--- src/rtl/rect_pkg.sv ---
//================================================
// raster, framebuffer, shape and palette constants
// raster is simulation sized, one pixel per clk_100m
//================================================
package rect_pkg;

    localparam int CORDW = 16;  // signed coordinate width

    // display raster
    localparam int H_ACTIVE = 128;
    localparam int H_FP     = 8;
    localparam int H_SYNC   = 12;
    localparam int H_BP     = 12;
    localparam int H_TOTAL  = H_ACTIVE + H_FP + H_SYNC + H_BP;  // 160
    localparam int V_ACTIVE = 72;
    localparam int V_FP     = 4;
    localparam int V_SYNC   = 6;
    localparam int V_BP     = 8;
    localparam int V_TOTAL  = V_ACTIVE + V_FP + V_SYNC + V_BP;  // 90
    localparam logic signed [CORDW-1:0] H_LAST = CORDW'(H_TOTAL - 1);
    localparam logic signed [CORDW-1:0] V_LAST = CORDW'(V_TOTAL - 1);

    // framebuffer
    localparam int FB_SCALE  = 2;  // power of two only
    localparam int FB_WIDTH  = H_ACTIVE / FB_SCALE;
    localparam int FB_HEIGHT = V_ACTIVE / FB_SCALE;
    localparam int FB_CIDXW  = 4;
    localparam int FB_CHANW  = 4;
    localparam int FB_ADDRW  = 12;

    // 12-bit rgb, entry 0 is the background
    localparam logic [3*FB_CHANW-1:0] PALETTE [2**FB_CIDXW] = '{
        12'h000, 12'h125, 12'h725, 12'h085, 12'hA53, 12'h554, 12'hCCC, 12'hFFE,
        12'hF04, 12'hFA0, 12'hFE2, 12'h0E3, 12'h3AF, 12'h879, 12'hF7A, 12'hFCA
    };

    // nested rectangles, shape i shrinks by i on every side
    localparam int SHAPE_CNT = 8;
    localparam int SHAPE_IDW = $clog2(SHAPE_CNT);
    localparam logic [SHAPE_IDW-1:0] SHAPE_LAST = SHAPE_IDW'(SHAPE_CNT - 1);
    localparam logic signed [CORDW-1:0] SHAPE_X0 = 16'sd4;
    localparam logic signed [CORDW-1:0] SHAPE_Y0 = 16'sd2;
    localparam logic signed [CORDW-1:0] SHAPE_X1 = 16'sd59;
    localparam logic signed [CORDW-1:0] SHAPE_Y1 = 16'sd33;

    // drawing speed
    localparam int PIX_FRAME = 400;  // pixels per frame at most
    localparam int PIX_CNTW  = $clog2(PIX_FRAME + 1);

endpackage

--- src/rtl/display_timings.sv ---
//================================================
// active area first, then front porch, sync, back porch
// all outputs registered and aligned with sx, sy
//================================================
`timescale 1ns/1ps

module display_timings (
    input  logic                             clk_100m,
    input  logic                             rst_n,
    output logic signed [rect_pkg::CORDW-1:0] sx,
    output logic signed [rect_pkg::CORDW-1:0] sy,
    output logic                             de,
    output logic                             hsync,
    output logic                             vsync,
    output logic                             frame,
    output logic                             line
);

    logic signed [rect_pkg::CORDW-1:0] sx_nxt;  // position after this cycle
    logic signed [rect_pkg::CORDW-1:0] sy_nxt;

    always_comb begin
        sx_nxt = sx + 1'b1;
        sy_nxt = sy;
        if (sx == rect_pkg::H_LAST) begin  // end of line
            sx_nxt = '0;
            sy_nxt = (sy == rect_pkg::V_LAST) ? '0 : sy + 1'b1;
        end
    end

    always_ff @(posedge clk_100m or negedge rst_n) begin
        if (!rst_n) begin
            sx    <= rect_pkg::H_LAST;  // first clock wraps to 0,0
            sy    <= rect_pkg::V_LAST;
            de    <= 1'b0;
            hsync <= 1'b0;
            vsync <= 1'b0;
            frame <= 1'b0;
            line  <= 1'b0;
        end else begin
            sx    <= sx_nxt;
            sy    <= sy_nxt;
            de    <= (sx_nxt < rect_pkg::H_ACTIVE) && (sy_nxt < rect_pkg::V_ACTIVE);
            hsync <= (sx_nxt >= rect_pkg::H_ACTIVE + rect_pkg::H_FP) &&
                     (sx_nxt <  rect_pkg::H_ACTIVE + rect_pkg::H_FP + rect_pkg::H_SYNC);
            vsync <= (sy_nxt >= rect_pkg::V_ACTIVE + rect_pkg::V_FP) &&
                     (sy_nxt <  rect_pkg::V_ACTIVE + rect_pkg::V_FP + rect_pkg::V_SYNC);
            frame <= (sx_nxt == 0) && (sy_nxt == 0);  // top left
            line  <= (sx_nxt == 0);                   // every line start
        end
    end

endmodule

--- config.mk ---
export PLATFORM = sky130hd
export DESIGN_NAME = display_timings
export DESIGN_NICKNAME = d
export VERILOG_FILES = /design/src/rtl/rect_pkg.sv /design/src/rtl/display_timings.sv
export SDC_FILE = /design/constraint.sdc
export NUM_CORES = 1
export LEC_CHECK = 0
export BUFFER_PORTS_ARGS = -buffer_cell sky130_fd_sc_hd__buf_2
export CAP_MARGIN = 30
export CORE_MARGIN = 4
export CORE_UTILIZATION = 55
export DETAILED_ROUTE_END_ITERATION = 16
export PLACE_DENSITY = 0.78
export SYNTH_ARGS = -nofsm -noshare
export SYNTH_HDL_FRONTEND = slang
export SYNTH_SLANG_ARGS = --single-unit
--- constraint.sdc ---
create_clock -name clk_100m -period 3.6 [get_ports clk_100m]
set_input_delay 0.72 -clock clk_100m [delete_from_list [all_inputs] [get_ports clk_100m]]
set_output_delay 0.72 -clock clk_100m [all_outputs]
set_load 0.01 [all_outputs]
# Word level (Yosys, flattened, before mapping)
# Index checks and enable logic that the tools add are counted.
# totals
register_bits	37
inputBits	2
out_inout_bits	37
# classes
n_addsub	2
magnitude_cmp	6
n_eq_ne	2
n_mux	3
n_reduce_logical	6
# ops
cell	n
$logic_not A32 Y1	2
$mux W16	3
$add A16 B1 Y16 const B	2
$lt A16 B8 Y1 const B	2
$lt A16 B9 Y1 const B	2
$eq A16 B8 Y1 const B	1
$eq A16 B9 Y1 const B	1
$ge A16 B8 Y1 const B	1
$ge A16 B9 Y1 const B	1
$logic_and A1 B1 Y1	4

# Longest topological paths before layout
# Gate-level depths: netlist of run 1.
# logic_depth
ltp_word	5
depth_mapped	11
ltp_nobuf	9

# Worst setup path before layout of run 1
# OpenSTA, ideal clock, no wires.
# synth_timing
kind	register to register
startpoint	reg sx[0] in the netlist's numbering
endpoint	reg frame
arrival_time_ns	2.418
setup_slack_ns	1.082
stages_incl_launch_ff	11
path_buffers	2
period_less_slack_ns	2.518
path_cell_list	dfstp_2 > ha_1 > and4_1 > buf_2 > and4_1 > buf_6 > nand4_1 > mux2_4 > nor3_4 > nand3_2 > nor4bb_1
# synth_via
elab_chain_len	4
elab_cells_between_ends	7
# synth_lines
element	line_no	rtl
start: declaration	display_timings.sv:10	output logic signed [rect_pkg::CORDW-1:0] sx,
start signal: assignment	display_timings.sv:33	sx <= rect_pkg::H_LAST;
start signal: assignment	display_timings.sv:41	sx <= sx_nxt;
$eq A16 B9 Y1	display_timings.sv:25	if (sx == rect_pkg::H_LAST) begin
$mux W16	display_timings.sv:25	
via sy_nxt, one bit	display_timings.sv:20	logic signed [rect_pkg::CORDW-1:0] sy_nxt;
$logic_not A32 Y1	display_timings.sv:48	frame <= (sx_nxt == 0) && (sy_nxt == 0);
$logic_and A1 B1 Y1	display_timings.sv:48	
end signal: assignment	display_timings.sv:48	
end: declaration	display_timings.sv:15	output logic frame,
# The timed path passes the listed nets, and every way through them passes these cells.

# Final worst setup path of run 1
# Ends and elaborated chain as after synthesis.

==> results of run 1 <==
## critical path: stages, from the launching register on
cell and delay (ps):
dfstp_2 570, ha_1 250, and4_1 350, nand4_1 370
buf_4 290, nor3_1 180, xor2_1 120, a211oi_1 380
nand3_2 140, nor4bb_1 260
## cell families (layout without fill, tap and decap cells)
| logic type | Yosys count | after routing |
|---|---|---|
| and+or+nand+nor | 113 | 113 |
| AOI/OAI and AO/OA | 40 | 40 |
| DFF | 37 | 37 |
| buffers and inverters | 23 | 53 |
| xor gates and xnor gates | 20 | 20 |
| muxes | 4 | 4 |
| adders and majority gates | 3 | 3 |
## stage by stage
stage | area (um2) | utilization [%] | instances
floorplan | 2280 | - | 240
global placement | 2440 | 61.0 | 312
detailed placement | 2440 | 61.0 | 312
CTS | 2520 | 63.1 | 320
global route | 2520 | 63.1 | 320
finish | 2520 | 63.1 | 320
## power by group
group          total [mW]  switching, mW  internal, mW
combinational     0.00836        0.00796      0.000392
sequential          0.416              0         0.416
clock               0.287          0.153         0.134
## area by class of cell
cell class,count,share of cell area [%]
inverters,5,0.744
clock buffers,6,2.88
multi-input cells,180,48.2
flip-flops and latches,37,37.2
clock inverters,2,0.397
well taps,50,2.48
repair buffers,40,8.13
## registers in the layout, indices dropped and copies added (netlist names)
signal / count
de: 1
sx: 16
hsync: 1
line: 1
vsync: 1
frame: 1
sy: 16
## worst max path at each step
stage	startpoint	end	slack, ps	cells after the start
final	sx[0]	frame	600	9
after detailed placement	sx[0]	frame	590	9
after global routing	sx[0]	frame	350	9
after floorplan	sx[0]	frame	1080	10
after global placement	sx[0]	frame	750	9
after CTS	sx[0]	frame	620	9
## layer usage
metal	wire length (um)	share of wire [%]	global-route usage [%]
met1	2480	46	30.4
met3	345	6.4	6.51
met2	2470	46	32.1
met4	65	1.2	7.10
met5	0	0	0
## cell usage in the layout, fill, tap and decap left out, types with 7 or more instances in the layout
master,count
dfrtp_1,27
nor2_1,16
a21oi_1,8
and3_1,11
nand4_1,7
nor3_1,10
xnor2_1,12
nand3_1,13
xor2_1,8
dfstp_2,10
nand2_1,20
buf_2,38
o21ai_0,12
==> metrics.md, run 1 <==
| Metric | Value |
|---|---|
| Vias | 1930 |
| Layout area overhead | 10.8% |
| Avg Synthesized Cell Area | between 9 and 10 um2 |
| Layout cells sized above 1 | 27.0% |
| DIE AREA | 0.00523 mm2 |
| Worst Max-Slew Pin Slew | 844 ps |
| CTS tree | done |
| Yosys Warn Count | 0 |
| Worst-skew pair later-pin latency | a little under 300 ps |
| Core box area | roughly 0.0040 mm2 |
| Vias in the first global route | ~1800 |
| Number of synthesized flops with an enable pin | 0 |
| Post-CTS setup buffer count | 0 |
| Setup WS post-layout | roughly 600 ps |
| Initial antenna violation count | 0 |
| Synth Area in XOR/XNOR | ~7.7% |
| Clock tree buffer depth | 2 |
| Crit share post-route | about 83% |
| Ant diodes | 0 |
| WP data required | about 3800 ps |
| Pwr Total | a little over 0.7 mW |
| Largest net degree at the start of global routing | 38 |
| CP endpoint kind | flop |
| Pre-antenna DRT Iters | 4 |
| Synth Register Bits | 37 |
| Routed vias/inst | ~6.0 |
| Grt ovf | 0 |
| Final setup fails | 0 |
| Initial Utilization | between 50% and 60% |
| Area used by multi-input combinational logic | 0.00121 mm2 |
| Syn Inst Count | 240 |
| Largest cells by area after synthesis | dfrtp_1 30%, dfstp_2 12%, xnor2_1 4.6% |
| Pwr/cell area | approximately 280 mW/mm2 |
| Seq. cell area | 938 um2 |
| Post-route setup TNS | 0 ps |
| Cts bufs inserted | 5 |
| Final wirelength | 5.36 mm |
| Starting DRT DRC Count | roughly 170 |
| Fillers | ~360 |
| Ports | 39 |
| FFs w/ async S/R, synth | 100% |
| All-layer global routing usage | a little over a fifth |
| Count leader, synth | dfrtp_1 |
| Crit path launch type | flop |
| Root Buffer | clkbuf_8 |
| Max-slew violation count | 0 |
| Crit path DAT | 3200 ps |
| Die span in y | just over 70 um |
| Worst-path clk slew | around 80 ps |
| Fin crit period | about 3000 ps |
| VDD IR max | between 0.0001 and 0.00015 V |
| Largest family of logic cells by synthesized area | simple AND/OR/NAND/NOR gates |
| Antenna-violating nets left | 0 |
| Nets | ~270 |
| FF-to-FF setup slack | between 600 and 700 ps |
| Die X | 72.3 um |
| Row count | 23 |
| R2r worst-path depth | 9 |
| FMAX | 0.334 GHz |
| FF-to-FF End | frame |
| Port bufs | 38 |
| Post-synthesis sequential area ratio | 41.2% |
| Post-route DRC | 0 |
| P_leak | about 1.2 nW |
| Area fraction of the dominant cell type after synthesis | between 20% and 30% |
| Dpl ws | just under 600 ps |
| Fin. Hold Viols | 0 |
| First-pass GRT wire length | a little under 9 mm |
| Final hold slack | around 530 ps |
| Post-CTS Hold Buffers | 0 |
| Top FF cell, synth | dfrtp_1 |
| Outcome | completed |
| Routed WL per cell | 16.8 um |
| Worst min path class | primary input to asynchronous set/reset pin |
| Simple-gate area share of the yosys netlist | ~30% |
| RSZ-0062 raised after global routing | no |
| Final clock skew | between 8 and 9 ps |
| GPL Wtd Cong | between 0.9 and 1 |
| Mux cell area share after synthesis | around 2.1% |
| H-tree lvl count | 2 |
| Post-synth top cells | 27 x dfrtp_1, 20 x nand2_1, 16 x nor2_1 |
| Synth Net Count | 245 |
| Adder-Cell Fraction of Synth Area | under 10% |
| Max cap viols | 0 |
| Mapped Area | between 0.002 and 0.0025 mm2 |
| # clock sinks | 37 |
| Cell accounting for the most synthesized area | dfrtp_1 |
| Post-cts resize count | 0 |
| RR Startpoint | sx[0] |
| Unique cell type count in the Yosys netlist | 54 |
| Critical path type | flop to flop |
| CP Max Fanout | 8 |
| Post-DP HPWL | about 3.7 mm |
| Compound-Gate Fraction of Synth Area | between 10 and 15% |
| Relative slew slack | 43.7% |
Power figures use the tool's default switching activity.
==> run 2: changes to the inputs <==
==> constraint.sdc (replaced) <==
create_clock -name clk_100m -period 2.8 [get_ports clk_100m]
set_input_delay 0.56 -clock clk_100m [delete_from_list [all_inputs] [get_ports clk_100m]]
set_output_delay 0.56 -clock clk_100m [all_outputs]
set_load 0.01 [all_outputs]
==> run 2 against run 1 <==
- cell count grew 3.1%
- count of clock-buffer cells in the layout is the same
- sequential cell count is the same
- sequential share of layout area shrank 1.6 points
- hold slack lost 170 ps
- critical path type unchanged
- fmax grew 12%
- sequential power grew 29%
- register-to-register slack lost 480 ps
- non-clock buffer count grew 10
- critical endpoint unchanged
- worst setup slack lost 480 ps
- power grew 27%
==> metrics.md, run 2 (same netlist as run 1, synthesis figures left out) <==
| Metric | Value |
|---|---|
| Outcome | completed |
| Port bufs | 38 (unchanged) |
| Ant diodes | 0 (unchanged) |
| Final clock skew | 5.30 ps (-2.74 ps) |
| Crit path DAT | 2860 ps (-340 ps) |
| # clock sinks | 37 (unchanged) |
| Net Sw Frac | 21.8% (-0.86 points) |
| GPL Wtd Cong | 0.920 (+1.6%) |
| First-pass GRT wire length | 9.07 mm (+3.0%) |
| Fin crit period | 2680 ps (-316 ps) |
| Row count | 23 (unchanged) |
| Slowest cell delay on critical path | 620 ps (+50 ps) |
| Layout cells sized above 1 | 32.5% (+5.5 points) |
| Pre-antenna DRT Iters | 5 (+1) |
| Nets | 284 (+3.6%) |
| CP endpoint kind | flop |
| Grt ovf | 0 (unchanged) |
| Root Buffer | clkbuf_8 |
| Worst-path clk slew | 70 ps (about the same) |
| Most frequent cells in the layout | 38 x buf_2, 27 x dfrtp_1, 20 x nand2_1 |
| Largest regs | sx x16, sy x16 |
| Core box area | 0.00400 mm2 (unchanged) |
| Final wirelength | 5.47 mm (+2.0%) |
| CP cell instances | nand3_1, nor3_2, nand4_1, xor2_1, nand4b_1, nor4_2, nor4bb_2 |
| CP startpoint | sx[3] |
| DIE AREA | 0.00523 mm2 (unchanged) |
| Initial Utilization | 56.9% (unchanged) |
| H-tree lvl count | 2 (unchanged) |
| RSZ-0062 raised after global routing | yes |
| Post-route DRC | 0 (unchanged) |
| All-layer global routing usage | 22.3% (+0.63 points) |
| Pwr/cell area | 343 mW/mm2 (+22%) |
| Crit path launch type | flop |
| RR Startpoint | sx[3] |
| Critical path type | flop to flop |
| Sequential power share | 59.1% (+0.7 points) |
| Max-slew violation count | 0 (unchanged) |
| Worst min path class | primary input to asynchronous set/reset pin |
| Commonest non-fill, non-tap cell in the layout | buf_2 |
| Relative slew slack | 45.5% (+1.8 points) |
| Clock network fraction of design power | 39.7% (-0.7 points) |
| Clock tree buffer depth | 2 (unchanged) |
| R2r worst-path depth | 7 (-2) |
| VDD IR max | 0.000208 V (+55%) |
| Crit share post-route | 95.8% (+13 points) |
| Pwr Total | 0.905 mW (+27%) |
| Slowest-stage cell, CP | dfstp_2 |
| WP data required | 2980 ps (-820 ps) |
| Cell internal pwr | 0.708 mW (+29%) |
| P_leak | 1.24 nW (+5.0%) |
| Die X | 72.3 um (unchanged) |
| Worst Max-Slew Pin Slew | 817 ps (-27.1 ps) |
| Max cap viols | 0 (unchanged) |
| Comb pwr share | 1.2% (about the same) |
| Post-place instance area | 0.00251 mm2 (+3.1%) |
| Largest net degree at the start of global routing | 38 (unchanged) |
| Worst-skew pair later-pin latency | 290 ps (about the same) |
| Final hold slack | 363 ps (-166 ps) |
| Die span in y | 72.3 um (unchanged) |
| Routed WL per cell | 16.6 um (-1.1%) |
| Starting DRT DRC Count | 176 (+4.8%) |
| CTS tree | done |
| Ports | 39 (unchanged) |
| Post-route setup TNS | 0 ps (unchanged) |
| Fin. Hold Viols | 0 (unchanged) |
| FMAX | 0.373 GHz (+12%) |
| Switching Power | 0.197 mW (+22%) |
| Routed vias/inst | 6.12 (+1.4%) |
| Layout area overhead | 15.8% |
| Final setup fails | 0 (unchanged) |
| Antenna-violating nets left | 0 (unchanged) |
| Cts bufs inserted | 5 (unchanged) |
| Post-DP HPWL | 3.93 mm (+6.0%) |
| Initial antenna violation count | 0 (unchanged) |
| Vias in the first global route | 1903 (+8.1%) |
| CP Max Fanout | 9 (+1) |
| Finished layout cell area | 0.00264 mm2 (+4.5%) |
| Vias | 2019 (+4.6%) |
## run 2: changes by cell type in the layout (fill, tap and decap cells not counted), moves of 2 or more
cell / previous run / this run
buf_4: 2 / 12
and4_1: 5 / 3
nor4_1: 5 / 3
nor4_2: 2 / 4
## run 2: what timing repair did
| action | CTS | global route |
|---|---|---|
| pin swaps | 0 | 1 |
| endpoints found under the setup margin | 1 | 3 |
| gates resized for setup | 1 | 8 |
| buffers inserted | 0 | 0 |
| endpoints found under the hold margin | 0 | 0 |
| hold buffers | 0 | 0 |
## run 2: final timing paths
kind / end / slack (ps)
worst min-delay path: sx[5] / 360
min in group clk_100m: sx[0] / 540
worst max-delay path: frame / 120
worst max register to register: frame / 120
max in group asynchronous: sx[9] / 1910
worst min register to register: sx[0] / 540
## run 2: power by group through the flow
stage,sequential (mW),clock [mW],combinational [mW]
2_1_floorplan,0.545,0,0.000000527
3_3_place_gp,0.545,0,0.0110
3_5_place_dp,0.545,0,0.0114
4_1_cts,0.535,0.371,0.0114
5_1_grt,0.535,0.393,0.0126
6_report,0.535,0.360,0.0104
## run 2: routing by layer
layer	global-route usage, %	vias up	routed length [um]
li1	-	953	-
met1	29.2	969	2260
met2	36.1	87	2590
met3	4.85	10	507
met4	8.56	0	107
met5	0	-	0
## run 2: through the flow
step | instances | util, % | worst slack, ps
after floorplan | 240 | - | 282
after global placement | 322 | 62.9 | 50.5
after detailed placement | 322 | 62.9 | 49.4
after CTS | 330 | 65.0 | 57.3
after global routing | 330 | 65.9 | -76.7
final | 330 | 65.9 | 118
## run 2: final cells by class
type,count,area (um2)
tap,50,62.6
clock inverter,2,10.0
inverter,5,18.8
timing repair buffer,50,280
sequential,37,938
multi-input combinational,180,1250
fill,342,1360
clock buffer,6,72.6
## run 2: critical path, delay by kind of cell, from the launching register on
| family | cells | cell delay, ps |
|---|---|---|
| simple gates | 6 | 1660 |
| flops | 1 | 620 |
| xor+xnor | 1 | 290 |
