[config.mk]
export PLATFORM = sky130hd
export DESIGN_NAME = shape_sequencer
export DESIGN_NICKNAME = d
export VERILOG_FILES = /design/src/rtl/rect_pkg.sv /design/src/rtl/shape_sequencer.sv
export SDC_FILE = /design/constraint.sdc
export NUM_CORES = 1
export LEC_CHECK = 0
export ABC_AREA = 1
export BUFFER_PORTS_ARGS = -buffer_cell sky130_fd_sc_hd__buf_4
export CORE_AREA = 2 2 77 79
export CTS_CLUSTER_SIZE = 24
export DETAILED_ROUTE_END_ITERATION = 7
export DIE_AREA = 0 0 79 81
export HOLD_SLACK_MARGIN = 0.12
export PLACE_DENSITY_LB_ADDON = 0.2
export SLEW_MARGIN = 20
export SYNTH_ARGS = -nofsm -noshare
export SYNTH_HDL_FRONTEND = slang
export SYNTH_SLANG_ARGS = --single-unit
[constraint.sdc]
create_clock -name clk_100m -period 2.3 [get_ports clk_100m]
set_input_delay 0.23 -clock clk_100m [delete_from_list [all_inputs] [get_ports clk_100m]]
set_output_delay 0.23 -clock clk_100m [all_outputs]
set_load 0.1 [all_outputs]
[src/rtl/rect_pkg.sv]
//================================================
// raster, framebuffer, shape and palette constants
// raster is simulation sized, one pixel per clk_100m
//================================================
package rect_pkg;

    localparam int CORDW = 16;  // signed coordinate width

    // display raster
    localparam int H_ACTIVE = 128;
    localparam int H_FP     = 8;
    localparam int H_SYNC   = 12;
    localparam int H_BP     = 12;
    localparam int H_TOTAL  = H_ACTIVE + H_FP + H_SYNC + H_BP;  // 160
    localparam int V_ACTIVE = 72;
    localparam int V_FP     = 4;
    localparam int V_SYNC   = 6;
    localparam int V_BP     = 8;
    localparam int V_TOTAL  = V_ACTIVE + V_FP + V_SYNC + V_BP;  // 90
    localparam logic signed [CORDW-1:0] H_LAST = CORDW'(H_TOTAL - 1);
    localparam logic signed [CORDW-1:0] V_LAST = CORDW'(V_TOTAL - 1);

    // framebuffer
    localparam int FB_SCALE  = 2;  // power of two only
    localparam int FB_WIDTH  = H_ACTIVE / FB_SCALE;
    localparam int FB_HEIGHT = V_ACTIVE / FB_SCALE;
    localparam int FB_CIDXW  = 4;
    localparam int FB_CHANW  = 4;
    localparam int FB_ADDRW  = 12;

    // 12-bit rgb, entry 0 is the background
    localparam logic [3*FB_CHANW-1:0] PALETTE [2**FB_CIDXW] = '{
        12'h000, 12'h125, 12'h725, 12'h085, 12'hA53, 12'h554, 12'hCCC, 12'hFFE,
        12'hF04, 12'hFA0, 12'hFE2, 12'h0E3, 12'h3AF, 12'h879, 12'hF7A, 12'hFCA
    };

    // nested rectangles, shape i shrinks by i on every side
    localparam int SHAPE_CNT = 8;
    localparam int SHAPE_IDW = $clog2(SHAPE_CNT);
    localparam logic [SHAPE_IDW-1:0] SHAPE_LAST = SHAPE_IDW'(SHAPE_CNT - 1);
    localparam logic signed [CORDW-1:0] SHAPE_X0 = 16'sd4;
    localparam logic signed [CORDW-1:0] SHAPE_Y0 = 16'sd2;
    localparam logic signed [CORDW-1:0] SHAPE_X1 = 16'sd59;
    localparam logic signed [CORDW-1:0] SHAPE_Y1 = 16'sd33;

    // drawing speed
    localparam int PIX_FRAME = 400;  // pixels per frame at most
    localparam int PIX_CNTW  = $clog2(PIX_FRAME + 1);

endpackage

[src/rtl/shape_sequencer.sv]
//================================================
// start is a one-cycle strobe, ignored while busy
// drawing begins at the frame strobe after start
//================================================
`timescale 1ns/1ps

module shape_sequencer (
    input  logic                                clk_100m,
    input  logic                                rst_n,
    input  logic                                start,
    input  logic                                frame,
    input  logic                                draw_done,
    output logic                                draw_start,
    output logic                                draw_oe,
    output logic signed [rect_pkg::CORDW-1:0]   x0,
    output logic signed [rect_pkg::CORDW-1:0]   y0,
    output logic signed [rect_pkg::CORDW-1:0]   x1,
    output logic signed [rect_pkg::CORDW-1:0]   y1,
    output logic        [rect_pkg::FB_CIDXW-1:0] cidx,
    output logic                                busy,
    output logic                                done
);

    enum logic [2:0] {IDLE, ARMED, INIT, DRAW, FINISH} state;

    logic        [rect_pkg::SHAPE_IDW-1:0] shape_id;
    logic signed [rect_pkg::CORDW-1:0]     shape_off;  // shrink per side
    logic        [rect_pkg::PIX_CNTW-1:0]  cnt_pix;    // pixels this frame

    assign shape_off = {{(rect_pkg::CORDW-rect_pkg::SHAPE_IDW){1'b0}}, shape_id};

    always_ff @(posedge clk_100m or negedge rst_n) begin
        if (!rst_n) begin
            state      <= IDLE;
            shape_id   <= '0;
            draw_start <= 1'b0;
            busy       <= 1'b0;
            done       <= 1'b0;
        end else begin
            draw_start <= 1'b0;
            done       <= 1'b0;
            case (state)
                IDLE: if (start) begin
                    state <= ARMED;
                    busy  <= 1'b1;
                end
                ARMED: if (frame) begin  // wait for a clean frame edge
                    shape_id <= '0;
                    state    <= INIT;
                end
                INIT: begin  // corners load this cycle
                    draw_start <= 1'b1;
                    state      <= DRAW;
                end
                DRAW: if (draw_done) begin
                    if (shape_id == rect_pkg::SHAPE_LAST) begin
                        state <= FINISH;
                    end else begin
                        shape_id <= shape_id + 1'b1;
                        state    <= INIT;
                    end
                end
                FINISH: begin
                    done  <= 1'b1;
                    busy  <= 1'b0;
                    state <= IDLE;
                end
                default: state <= IDLE;
            endcase
        end
    end

    always_ff @(posedge clk_100m) begin
        if (state == INIT) begin
            x0   <= rect_pkg::SHAPE_X0 + shape_off;
            y0   <= rect_pkg::SHAPE_Y0 + shape_off;
            x1   <= rect_pkg::SHAPE_X1 - shape_off;
            y1   <= rect_pkg::SHAPE_Y1 - shape_off;
            cidx <= {{(rect_pkg::FB_CIDXW-rect_pkg::SHAPE_IDW){1'b0}}, shape_id} + 1'b1;
        end
    end

    // pixel budget, refilled every frame
    always_ff @(posedge clk_100m or negedge rst_n) begin
        if (!rst_n) begin
            cnt_pix <= '0;
        end else if (frame) begin
            cnt_pix <= '0;
        end else if (state == DRAW && draw_oe) begin
            cnt_pix <= cnt_pix + 1'b1;  // counts every enabled draw cycle
        end
    end

    assign draw_oe = (cnt_pix < rect_pkg::PIX_FRAME);

endmodule

== Yosys cells after proc, flatten, opt, wreduce, memory -nomap -nowiden ==
Index checks and enable logic that the tools add are counted.
Widths: inputs -> output; s select.
Operators by class
  add/subtract/negate cells: 7
  equality and inequality tests: 9
  order comparisons: 1
  reductions and logical operators: 8
  multiplexer cells: 15
Operators with widths (number)
  $mux 3: 7
  $mux 9: 2
  $sub 6x3->7 const A: 2
  $pmux 3 s4: 1
  $add 9x1->9 const B: 1
  $lt 9x9->1 const B: 1
  $ne 2x2->1 const B: 4
  $eq 3x2->1 const B: 2
  $eq 3x3->1 const B: 2
  $pmux 3 s2: 1
  $reduce_bool 2->1: 3
  $add 2x3->4 const A: 1
  $add 3x1->4 const B: 1
  $add 3x3->4 const A: 1
  $reduce_and 4->1: 1
  $add 3x1->3 const B: 1
  $eq 3x1->1 const B: 1
  $logic_not 3->1: 1
  $mux 1: 3
  $reduce_and 3->1: 1
  $pmux 1 s2: 1
  $reduce_and 2->1: 1
  $logic_and 1x1->1: 1
Storage, ports and cells
  output and inout bits: 72
  logic and storage cells: 51
  register bits after elaboration: 86
  bits of input ports: 5

== Longest topological paths before layout ==
Gate-level depths: netlist (run 1).
  depth in word-level cells: 4
  depth in mapped cells: 8
  mapped depth without buffers: 8

== Worst setup path before layout (run 1) ==
OpenSTA, ideal clock, no wires.
  path kind: register -> register
  from: register cnt_pix[6] (netlist name)
  to: register cnt_pix[6] (netlist name)
  setup time: 0.120 ns
  setup slack: 0.529 ns
  path buffers: 0
  arrival time: 1.652 ns
  stages on the path, launching flop included: 9
  required time: 2.180 ns
  clock period less this slack: 1.771 ns
  cells stage by stage: dfrtp_1 nor2_1 nand2_2 nand2_1 nand2_1 nand2_1 inv_2 nand2_1 nand2_1
Between the ends
  cells in the longest elaborated chain, start to end: 3
  elaborated cells on any way between the ends: 6
  classes of those cells: 1 x add/sub; 1 x order compare; 2 x mux; 2 x reduce/logical
RTL lines
  start, declared: line shape_sequencer.sv:28  | logic [rect_pkg::PIX_CNTW-1:0] cnt_pix;
  start signal, assigned: line shape_sequencer.sv:90  | cnt_pix <= cnt_pix + 1'b1;
  $lt 9x9->1: line shape_sequencer.sv:94  | assign draw_oe = (cnt_pix < rect_pkg::PIX_FRAME);
  via draw_oe: line shape_sequencer.sv:14  | output logic draw_oe,
  $logic_and 1x1->1: line shape_sequencer.sv:89  | end else if (state == DRAW && draw_oe) begin
  $reduce_bool 2->1 (no source line)
The timed path passes the listed nets, and every way through them passes these cells. The select of a mux whose other input is x is not followed.
A chain may end at the register's enable or synchronous reset.

== Worst setup path after layout (run 1) ==
  from: register cnt_pix[6] (netlist name)
  to: output draw_oe
Between the ends
  cells in the longest elaborated chain, start to end: 1
RTL lines (line)
  $lt 9x9->1: shape_sequencer.sv:94
  end, declared: shape_sequencer.sv:14
No other way between the ends.

==> flow_results.org, run 1 <==
** Setup path
- Arrival time at the worst endpoint :: approximately 1300 ps
- Maximum cell stage delay along the critical path :: 430 ps
- Worst Path Required :: 2070 ps
- On the critical path, the stage with the largest delay is an instance of sky130_fd_sc_hd__dfrtp_1.
- Biggest fanout along the worst timing path :: 6
- Nature of the critical path startpoint :: flop
- STA classifies the critical path endpoint as an output port.
- Cell breakdown of the critical path :: nor2_1, nand2_2, nand2_1, buf_4
- The worst setup path is of the flop to output port kind.

** STA
- Final slew viol count :: 0
- Highest attainable clock frequency :: ~640 MHz
- Worst Skew :: 8.004 ps
- Setup violations remaining at the end of the flow were counted as 0.
- Setup repair after global routing left no endpoint under its margin.
- For the finished layout, the period the worst path requires is approximately 1600 ps.
- Summed over all failing endpoints, the final setup total negative slack is 0 ps.
- Of the available clock period, the critical path in the final layout requires 68.28%.
- The number of endpoints with negative hold slack in the final report came to 0.

** Final layout
- With fillers left out, the area of the finished cells amounts to 2051 um2.
- Area of the multi-input gates :: roughly 710 um2
- Area added between synthesis and finish :: 9.632%
- Antenna Diode Count :: 0
- The finished layout holds 308 standard cells, fillers aside.
- Number of fill cells in the layout :: 612
- In the final design database the tool counted 242 nets.
- Footprint of the flip-flops and latches :: approximately 840 um2
- Ratio of cells with drive above 1 in the final layout :: 23.18%

** Synthesis
- The synthesized netlist occupies a cell area of 1871 um2.
- Of all cell types, the one taking the most synthesized area is sky130_fd_sc_hd__dfrtp_1.
- After synthesis, the largest area contributor takes up between 20% and 30% of total cell area.
- The average instance in the mapped netlist occupies approximately 9.2 um2.
- Distinct cell type count after synthesis :: 29
- Register area share after synthesis :: 44.95%
- Yosys mapped a number of flops with a built-in enable equal to 13.
- By instance count, the leading cell after synthesis is sky130_fd_sc_hd__buf_4.
- Among all flip-flop cells after synthesis, the most frequent one is sky130_fd_sc_hd__dfrtp_1.
- Async set-or-reset flop fraction in the synthesized netlist :: 58.06%
- Count of warnings emitted by yosys :: 0
- Dominant cells by area after synthesis :: sky130_fd_sc_hd__dfrtp_1 (24%), sky130_fd_sc_hd__buf_4 (22%), sky130_fd_sc_hd__edfxtp_1 (21%)
- Synthesis produced 203 cells.
- The commonest cells after synthesis are sky130_fd_sc_hd__buf_4 (55), sky130_fd_sc_hd__nand2_1 (44), sky130_fd_sc_hd__dfrtp_1 (18).
- Flip-flop and latch count after synthesis :: 31

** Global route
- The number of antenna violations at the first check in global routing is 0.
- The number of global-route vias before repair came to 1024.
- The first global-routing pass estimated 4664 um of wire.
- Global-route usage over all layers :: under 10%
- Total congestion overflow after global routing :: 0
- Largest net degree at the start of global routing :: 19

** Routing
- Vias per cell :: 3.880
- Remaining number of nets flagged by the antenna check after routing :: 0
- The routed design has 2819 um of wire.
- First-iteration detailed-routing DRC count :: 54
- First-pass iteration count of the detailed router :: 4
- In the final routed layout, each cell accounts on average for 9.153 um.
- The final route contains 1195 vias.
- After detailed routing, the number of remaining DRC violations is 0.

** Clocking
- CTS built an H-tree with a depth of 2.
- Number of clock sinks seen by CTS :: 31
- At the later pin of the worst-skew pair, clock insertion delay measures 280 ps.
- Clock tree synthesis inserted a total of 5 buffers.
- The number of setup buffers added after CTS is 0.
- TritonCTS built the clock tree.
- The tree is rooted in a sky130_fd_sc_hd__clkbuf_8.
- Clk buf depth :: 2
- Clock-pin slew was measured on the worst setup and hold paths at 70 ps.

** Floorplan
- Die boundary height :: between 80 and 90 um
- The initialized floorplan defines 28 standard-cell rows.
- Core box area :: around 5700 um2
- In this run the horizontal extent of the chip is 79 um.
- The floorplan step defined a die boundary enclosing 6399 um2.
- During I/O placement, the number of pins put on the boundary was 77.
- Initial Utilization :: 32.96%

** Place
- Routability-driven placement finished with a final weighted congestion of around 0.73.
- I/O Buffers :: 30
- Once placement finished, the instance area stood at ~1900 um2.
- Including well taps, the total number of placed cells is 298.
- Half-perimeter wire length of the detailed placement result :: 2137 um

** Run status
- Result of the run :: complete, no violations

** Job
- Number of max-capacitance violations reported :: 0

** Hold path
- Tightest Hold Check Type :: input port to flop
[layout make-up]
type / instances / area share, %
inverters: 20 / 3.661
clock buffers: 6 / 3.539
multi-input cells: 141 / 34.47
clock inverters: 2 / 0.4271
repair buffers: 33 / 12.32
flip-flops and latches: 31 / 41.00
well taps: 75 / 4.576
[worst max-delay path: cells and delay by family, from the launching register on]
kind	cells	cell delay (ps)
simple gates	3	330
flops	1	430
buf+inv	1	300
[state kept, by name (all words and copies together) (netlist names)]
signal / flops
draw_start: 1
y0: 4
cidx: 4
x1: 1
done: 1
shape_id: 3
state: 3
cnt_pix: 9
y1: 2
x0: 2
busy: 1
[per-stage QoR]
step	utilization, %	setup slack, ps	hold WS [ps]
5_1_grt	36.13	637.2	224.8
4_1_cts	36.13	709.7	203.3
3_3_place_gp	34.35	912.1	121.3
6_report	36.13	729.6	207.4
2_1_floorplan	-	528.8	-65.59
3_5_place_dp	34.35	862.3	122.3
[cells by family (layout without fill, tap and decap cells)]
logic type | count (synthesis) | after routing | share of synthesized area, %
buf+inv | 75 | 61 | 26.09
fa+ha+maj | 5 | 5 | 3.344
xor+xnor | 1 | 1 | 0.4683
flops | 31 | 31 | 44.95
simple gates | 79 | 79 | 20.94
other cells | 2 | 46 | 0.4015
compound gates | 10 | 10 | 3.813
[metal layers]
metal	vias up	track usage (%)	share of wire (%)
li1	599	-	-
met1	542	11.34	41
met2	48	15.76	48
met3	6	2.667	8.2
met4	0	6.207	2.2
met5	-	0	0
[path summary, 6_finish.rpt]
check | start | cells past startpoint | slack, ps | to
max | cnt_pix[6]$_DFFE_PN0P_ | 4 | 730 | draw_oe
max reg2reg | shape_id[0]$_DFFE_PN0P_ | 7 | 850 | shape_id[0]$_DFFE_PN0P_
min | start | 3 | 210 | busy$_DFFE_PN0P_
max in group asynchronous | rst_n | 2 | 1720 | cnt_pix[0]$_DFFE_PN0P_
min in group asynchronous | rst_n | 2 | 370 | shape_id[1]$_DFFE_PN0P_
min reg2reg | busy$_DFFE_PN0P_ | 2 | 500 | busy$_DFFE_PN0P_
[timing repair]
item / 4_1_cts / 5_1_grt
endpoints found under the hold margin: 19 / 0
gates resized for setup: 0 / 0
hold buffers: 2 / 0
[cell usage in the layout, fill, tap and decap left out]
cell                            instances
sky130_fd_sc_hd__nor2_1                10
sky130_fd_sc_hd__o21ai_2                1
sky130_fd_sc_hd__nand3_4                1
sky130_fd_sc_hd__nand3_1                8
sky130_fd_sc_hd__or2_2                  1
sky130_fd_sc_hd__buf_4                 31
sky130_fd_sc_hd__clkbuf_1               1
sky130_fd_sc_hd__dlygate4sd3_1          2
sky130_fd_sc_hd__a21oi_2                1
sky130_fd_sc_hd__clkbuf_8               5
sky130_fd_sc_hd__o21ai_1                3
sky130_fd_sc_hd__nor3_1                 1
sky130_fd_sc_hd__nand3_2                1
sky130_fd_sc_hd__clkinv_2               1
sky130_fd_sc_hd__o21bai_1               1
sky130_fd_sc_hd__nand4_1                5
sky130_fd_sc_hd__inv_2                  3
sky130_fd_sc_hd__nor2_4                 2
sky130_fd_sc_hd__conb_1                46
sky130_fd_sc_hd__ha_1                   5
sky130_fd_sc_hd__o21ai_0                2
sky130_fd_sc_hd__dfrtp_1               18
sky130_fd_sc_hd__nand2_2                3
sky130_fd_sc_hd__clkinv_1               2
sky130_fd_sc_hd__nand2_1               44
sky130_fd_sc_hd__nor2_2                 1
sky130_fd_sc_hd__edfxtp_1              13
sky130_fd_sc_hd__a21oi_4                1
sky130_fd_sc_hd__xor2_1                 1
sky130_fd_sc_hd__nand3b_4               1
sky130_fd_sc_hd__inv_1                 16
sky130_fd_sc_hd__a21oi_1                1
sky130_fd_sc_hd__nand2_4                1
Power of run 1 is left out: the tool's default activity adds up to more than one toggle a clock period on the data nets, which glitch-free logic cannot reach.
==> run 2, diff against run 1 <==
Clock period 2.3 ns to 1.4 ns, I/O delays scaled along.
==> run 2 against run 1 <==
Via count unchanged; clock skew decreased by 5.0 ps; design area increased by 7.7%; first-iteration DRC count decreased by 5.6%; wire length increased by 3.3%; sequential share of layout area decreased by 2.8 points; critical path type unchanged.
==> flow_results.org, run 2 (same netlist as run 1, synthesis figures left out) <==
** Routing
- First-pass iteration count of the detailed router :: 4 (unchanged)
- Number of design rule violations left after detail routing :: 0 (unchanged)
- The detailed-route via count is 1195 (unchanged).
- Vias per cell :: 3.782 (was 3.880)
- The total routed wirelength was 2912 um (was 2819 um).
- The count of antenna-violating nets left after detailed routing was 0 (unchanged).
- First-iteration detailed-routing DRC count :: 51 (was 54)
- The final routed wire length divided by cell count came to 9.215 um (was 9.153 um).

** Final layout
- Layout Cell Area excl Fill :: 2210 um2 (was 2051 um2)
- Commonest non-fill, non-tap cells in the layout :: sky130_fd_sc_hd__conb_1 (46), sky130_fd_sc_hd__nand2_1 (40), sky130_fd_sc_hd__buf_4 (36), sky130_fd_sc_hd__inv_1 (16), sky130_fd_sc_hd__dfrtp_1 (16) (was sky130_fd_sc_hd__conb_1 (46), sky130_fd_sc_hd__nand2_1 (44), sky130_fd_sc_hd__buf_4 (31), sky130_fd_sc_hd__dfrtp_1 (18), sky130_fd_sc_hd__inv_1 (16))
- Largest register FFs :: 9 (unchanged)
- Largest registers: cnt_pix x9, cidx x4, y0 x4 (unchanged).
- Net count, final :: 250 (was 242)
- Most common cell after layout, fill and taps aside :: sky130_fd_sc_hd__conb_1 (unchanged)
- Footprint of the flip-flops and latches :: 843.3 um2 (was 840.8 um2)
- The register ranked first by flip-flop count is cnt_pix (unchanged).
- The fill cell total of the finished layout is 588 (was 612).
- The area of combinational cells with multiple inputs is 739.5 um2 (was 706.9 um2).
- The layout overhead on the synthesized area was 18.13% (was 9.632%).
- Antenna Diode Count :: 0 (unchanged)
- Ratio of cells with drive above 1 in the final layout :: 30.29% (was 23.18%)

** Floorplan
- Die X-Extent :: 79 um (unchanged)
- The initial core utilization came to 32.96% (unchanged).
- The number of primary I/O pins came to 77 (unchanged).
- The site row count is 28 (unchanged).
- Die boundary height :: 81 um (unchanged)
- DIE AREA :: 6399 um2 (unchanged)
- The floorplan core area came to 5675 um2 (unchanged).

** Setup path
- The logic depth of the worst register-to-register path was 6 (was 7).
- The worst path buffer plus inverter count came to 1 (unchanged).
- Worst Path Required :: 1260 ps (was 2070 ps)
- Nature of the critical path endpoint :: output port (unchanged)
- The maximum fanout count along the critical path came to 2 (was 6).
- Critical path depth :: 4 (unchanged)
- Cell breakdown of the critical path :: nor2_1, nand2_2, nand2_4, buf_12 (was nor2_1, nand2_2, nand2_1, buf_4)
- Crit path kind :: flop to output port (unchanged)
- The worst endpoint data arrival time was 1190 ps (was 1340 ps).
- Top cell family by delay on the critical path :: flip-flops (unchanged)
- Maximum cell stage delay along the critical path :: 400 ps (was 430 ps)
- Nature of the critical path startpoint :: flop (unchanged)
- Slowest stage cell on the critical path :: sky130_fd_sc_hd__dfrtp_1 (unchanged)

** Run status
- Result of the run: complete, no violations (unchanged).

** Place
- Worst setup slack after placement :: 67.99 ps (was 862.3 ps)
- Half-perimeter wire length of the detailed placement result :: 2148 um (was 2137 um)
- I/O Buffers :: 30 (unchanged)
- Dpl cell area :: 2009 um2 (was 1949 um2)
- The global placement routability congestion was 0.7613 (was 0.7333).

** Global route
- Via count of the first global-routing pass :: 1032 (was 1024)
- Total congestion overflow after global routing :: 0 (unchanged)
- The number of antenna violations at the first check in global routing came to 0 (unchanged).
- The maximum number of pins on one net before global-route repair was 19 (unchanged).
- Wire length of the first global-routing pass :: 4788 um (was 4664 um)
- Global-route usage over all layers :: 9.746% (was 9.697%)

** Clocking
- The number of clock sinks came to 31 (unchanged).
- The cell chosen for the clock root is sky130_fd_sc_hd__clkbuf_8 (unchanged).
- Htree depth :: 2 (unchanged)
- Clk_lat worst skew :: 280 ps (about the same)
- Clock slew at the register clock pins of the worst setup and hold paths :: 70 ps (about the same)
- The worst-case clock buffer depth came to 2 (unchanged).
- CTS tree :: built (unchanged)
- The total CTS buffers was 5 (unchanged).

** STA
- The post-layout worst setup margin is 72.45 ps (was 729.6 ps).
- Static timing analysis puts the maximum clock frequency at 753.3 MHz.
- The final count of pins violating max slew came to 0 (unchanged).
- Total of endpoints with negative setup slack in the final report :: 0 (unchanged)
- Final cycle utilization of the critical path :: 94.82%
- For the finished layout, the period the worst path requires is 1328 ps.
- The setup clock skew after layout came to 2.979 ps (was 8.004 ps).
- The number of endpoints with negative hold slack in the final report is 0 (unchanged).

** Hold path
- The number of cells on the worst hold path came to 4 (was 3).
- Tightest Hold Check Type :: input port to flop (unchanged)

** Job
- Number of max-capacitance violations reported :: 0 (unchanged)
run 2: cell types whose count changed in the layout (fill, tap and decap cells not counted), sizes merged:
cell         delta
dlygate4sd3     +1
bufinv          +1
buf             +7
clkinv          -1
run 2: worst reg2reg max path: stages, from the launching register on:
cell                      delay (ps)
sky130_fd_sc_hd__dfrtp_1         410
sky130_fd_sc_hd__ha_1            220
sky130_fd_sc_hd__nand2_1         110
sky130_fd_sc_hd__nor2_4           50
sky130_fd_sc_hd__or2_2           270
sky130_fd_sc_hd__nand4_1          80
sky130_fd_sc_hd__nand2_1          50
run 2: what timing repair did:
action | 4_1_cts | 5_1_grt
resized for setup | 2 | 10
hold buffers | 3 | 0
endpoints found under the hold margin | 20 | 0
endpoints found under the setup margin | 1 | 12
pin swaps | 0 | 2
buffers inserted | 0 | 2
run 2: cell type report:
type                    instances  share of cell area (%)
clock inverters                 2                   1.586
inverters                      20                   3.398
well taps                      75                   4.247
repair buffers                 41                   15.40
clock buffers                   6                   3.737
flip-flops and latches         31                   38.17
multi-input cells             141                   33.47
run 2: worst paths after layout:
check | start | endpoint | slack [ps]
setup reg to reg | cnt_pix[1]$_DFFE_PN0P_ | cnt_pix[4]$_DFFE_PN0P_ | 110
setup / recovery | cnt_pix[6]$_DFFE_PN0P_ | draw_oe | 70
hold / removal | draw_done | state[1]$_DFFE_PN0P_ | 200
max in group asynchronous | rst_n | state[2]$_DFFE_PN0P_ | 910
hold reg to reg | busy$_DFFE_PN0P_ | busy$_DFFE_PN0P_ | 500
min in group asynchronous | rst_n | cnt_pix[3]$_DFFE_PN0P_ | 270
run 2: layer usage:
metal  vias to the layer above  global-route usage (%)  routed length, um
met1                       531                   12.53               1394
li1                        614                       -                  -
met4                         0                   4.655                 41
met5                         -                       0                  0
met3                         5                   3.667                225
met2                        45                   14.49               1250
run 2: stage by stage:
stage	setup TNS, ps	instances	util [%]	hold WS [ps]
final	0	316	38.93	196.2
after global routing	-10.52	316	38.93	211.0
after CTS	0	314	38.14	192.1
after detailed placement	0	303	35.41	35.16
after global placement	0	303	35.41	33.56
after floorplan	-207.5	247	-	-155.6
Power of run 2 is left out for the same reason.
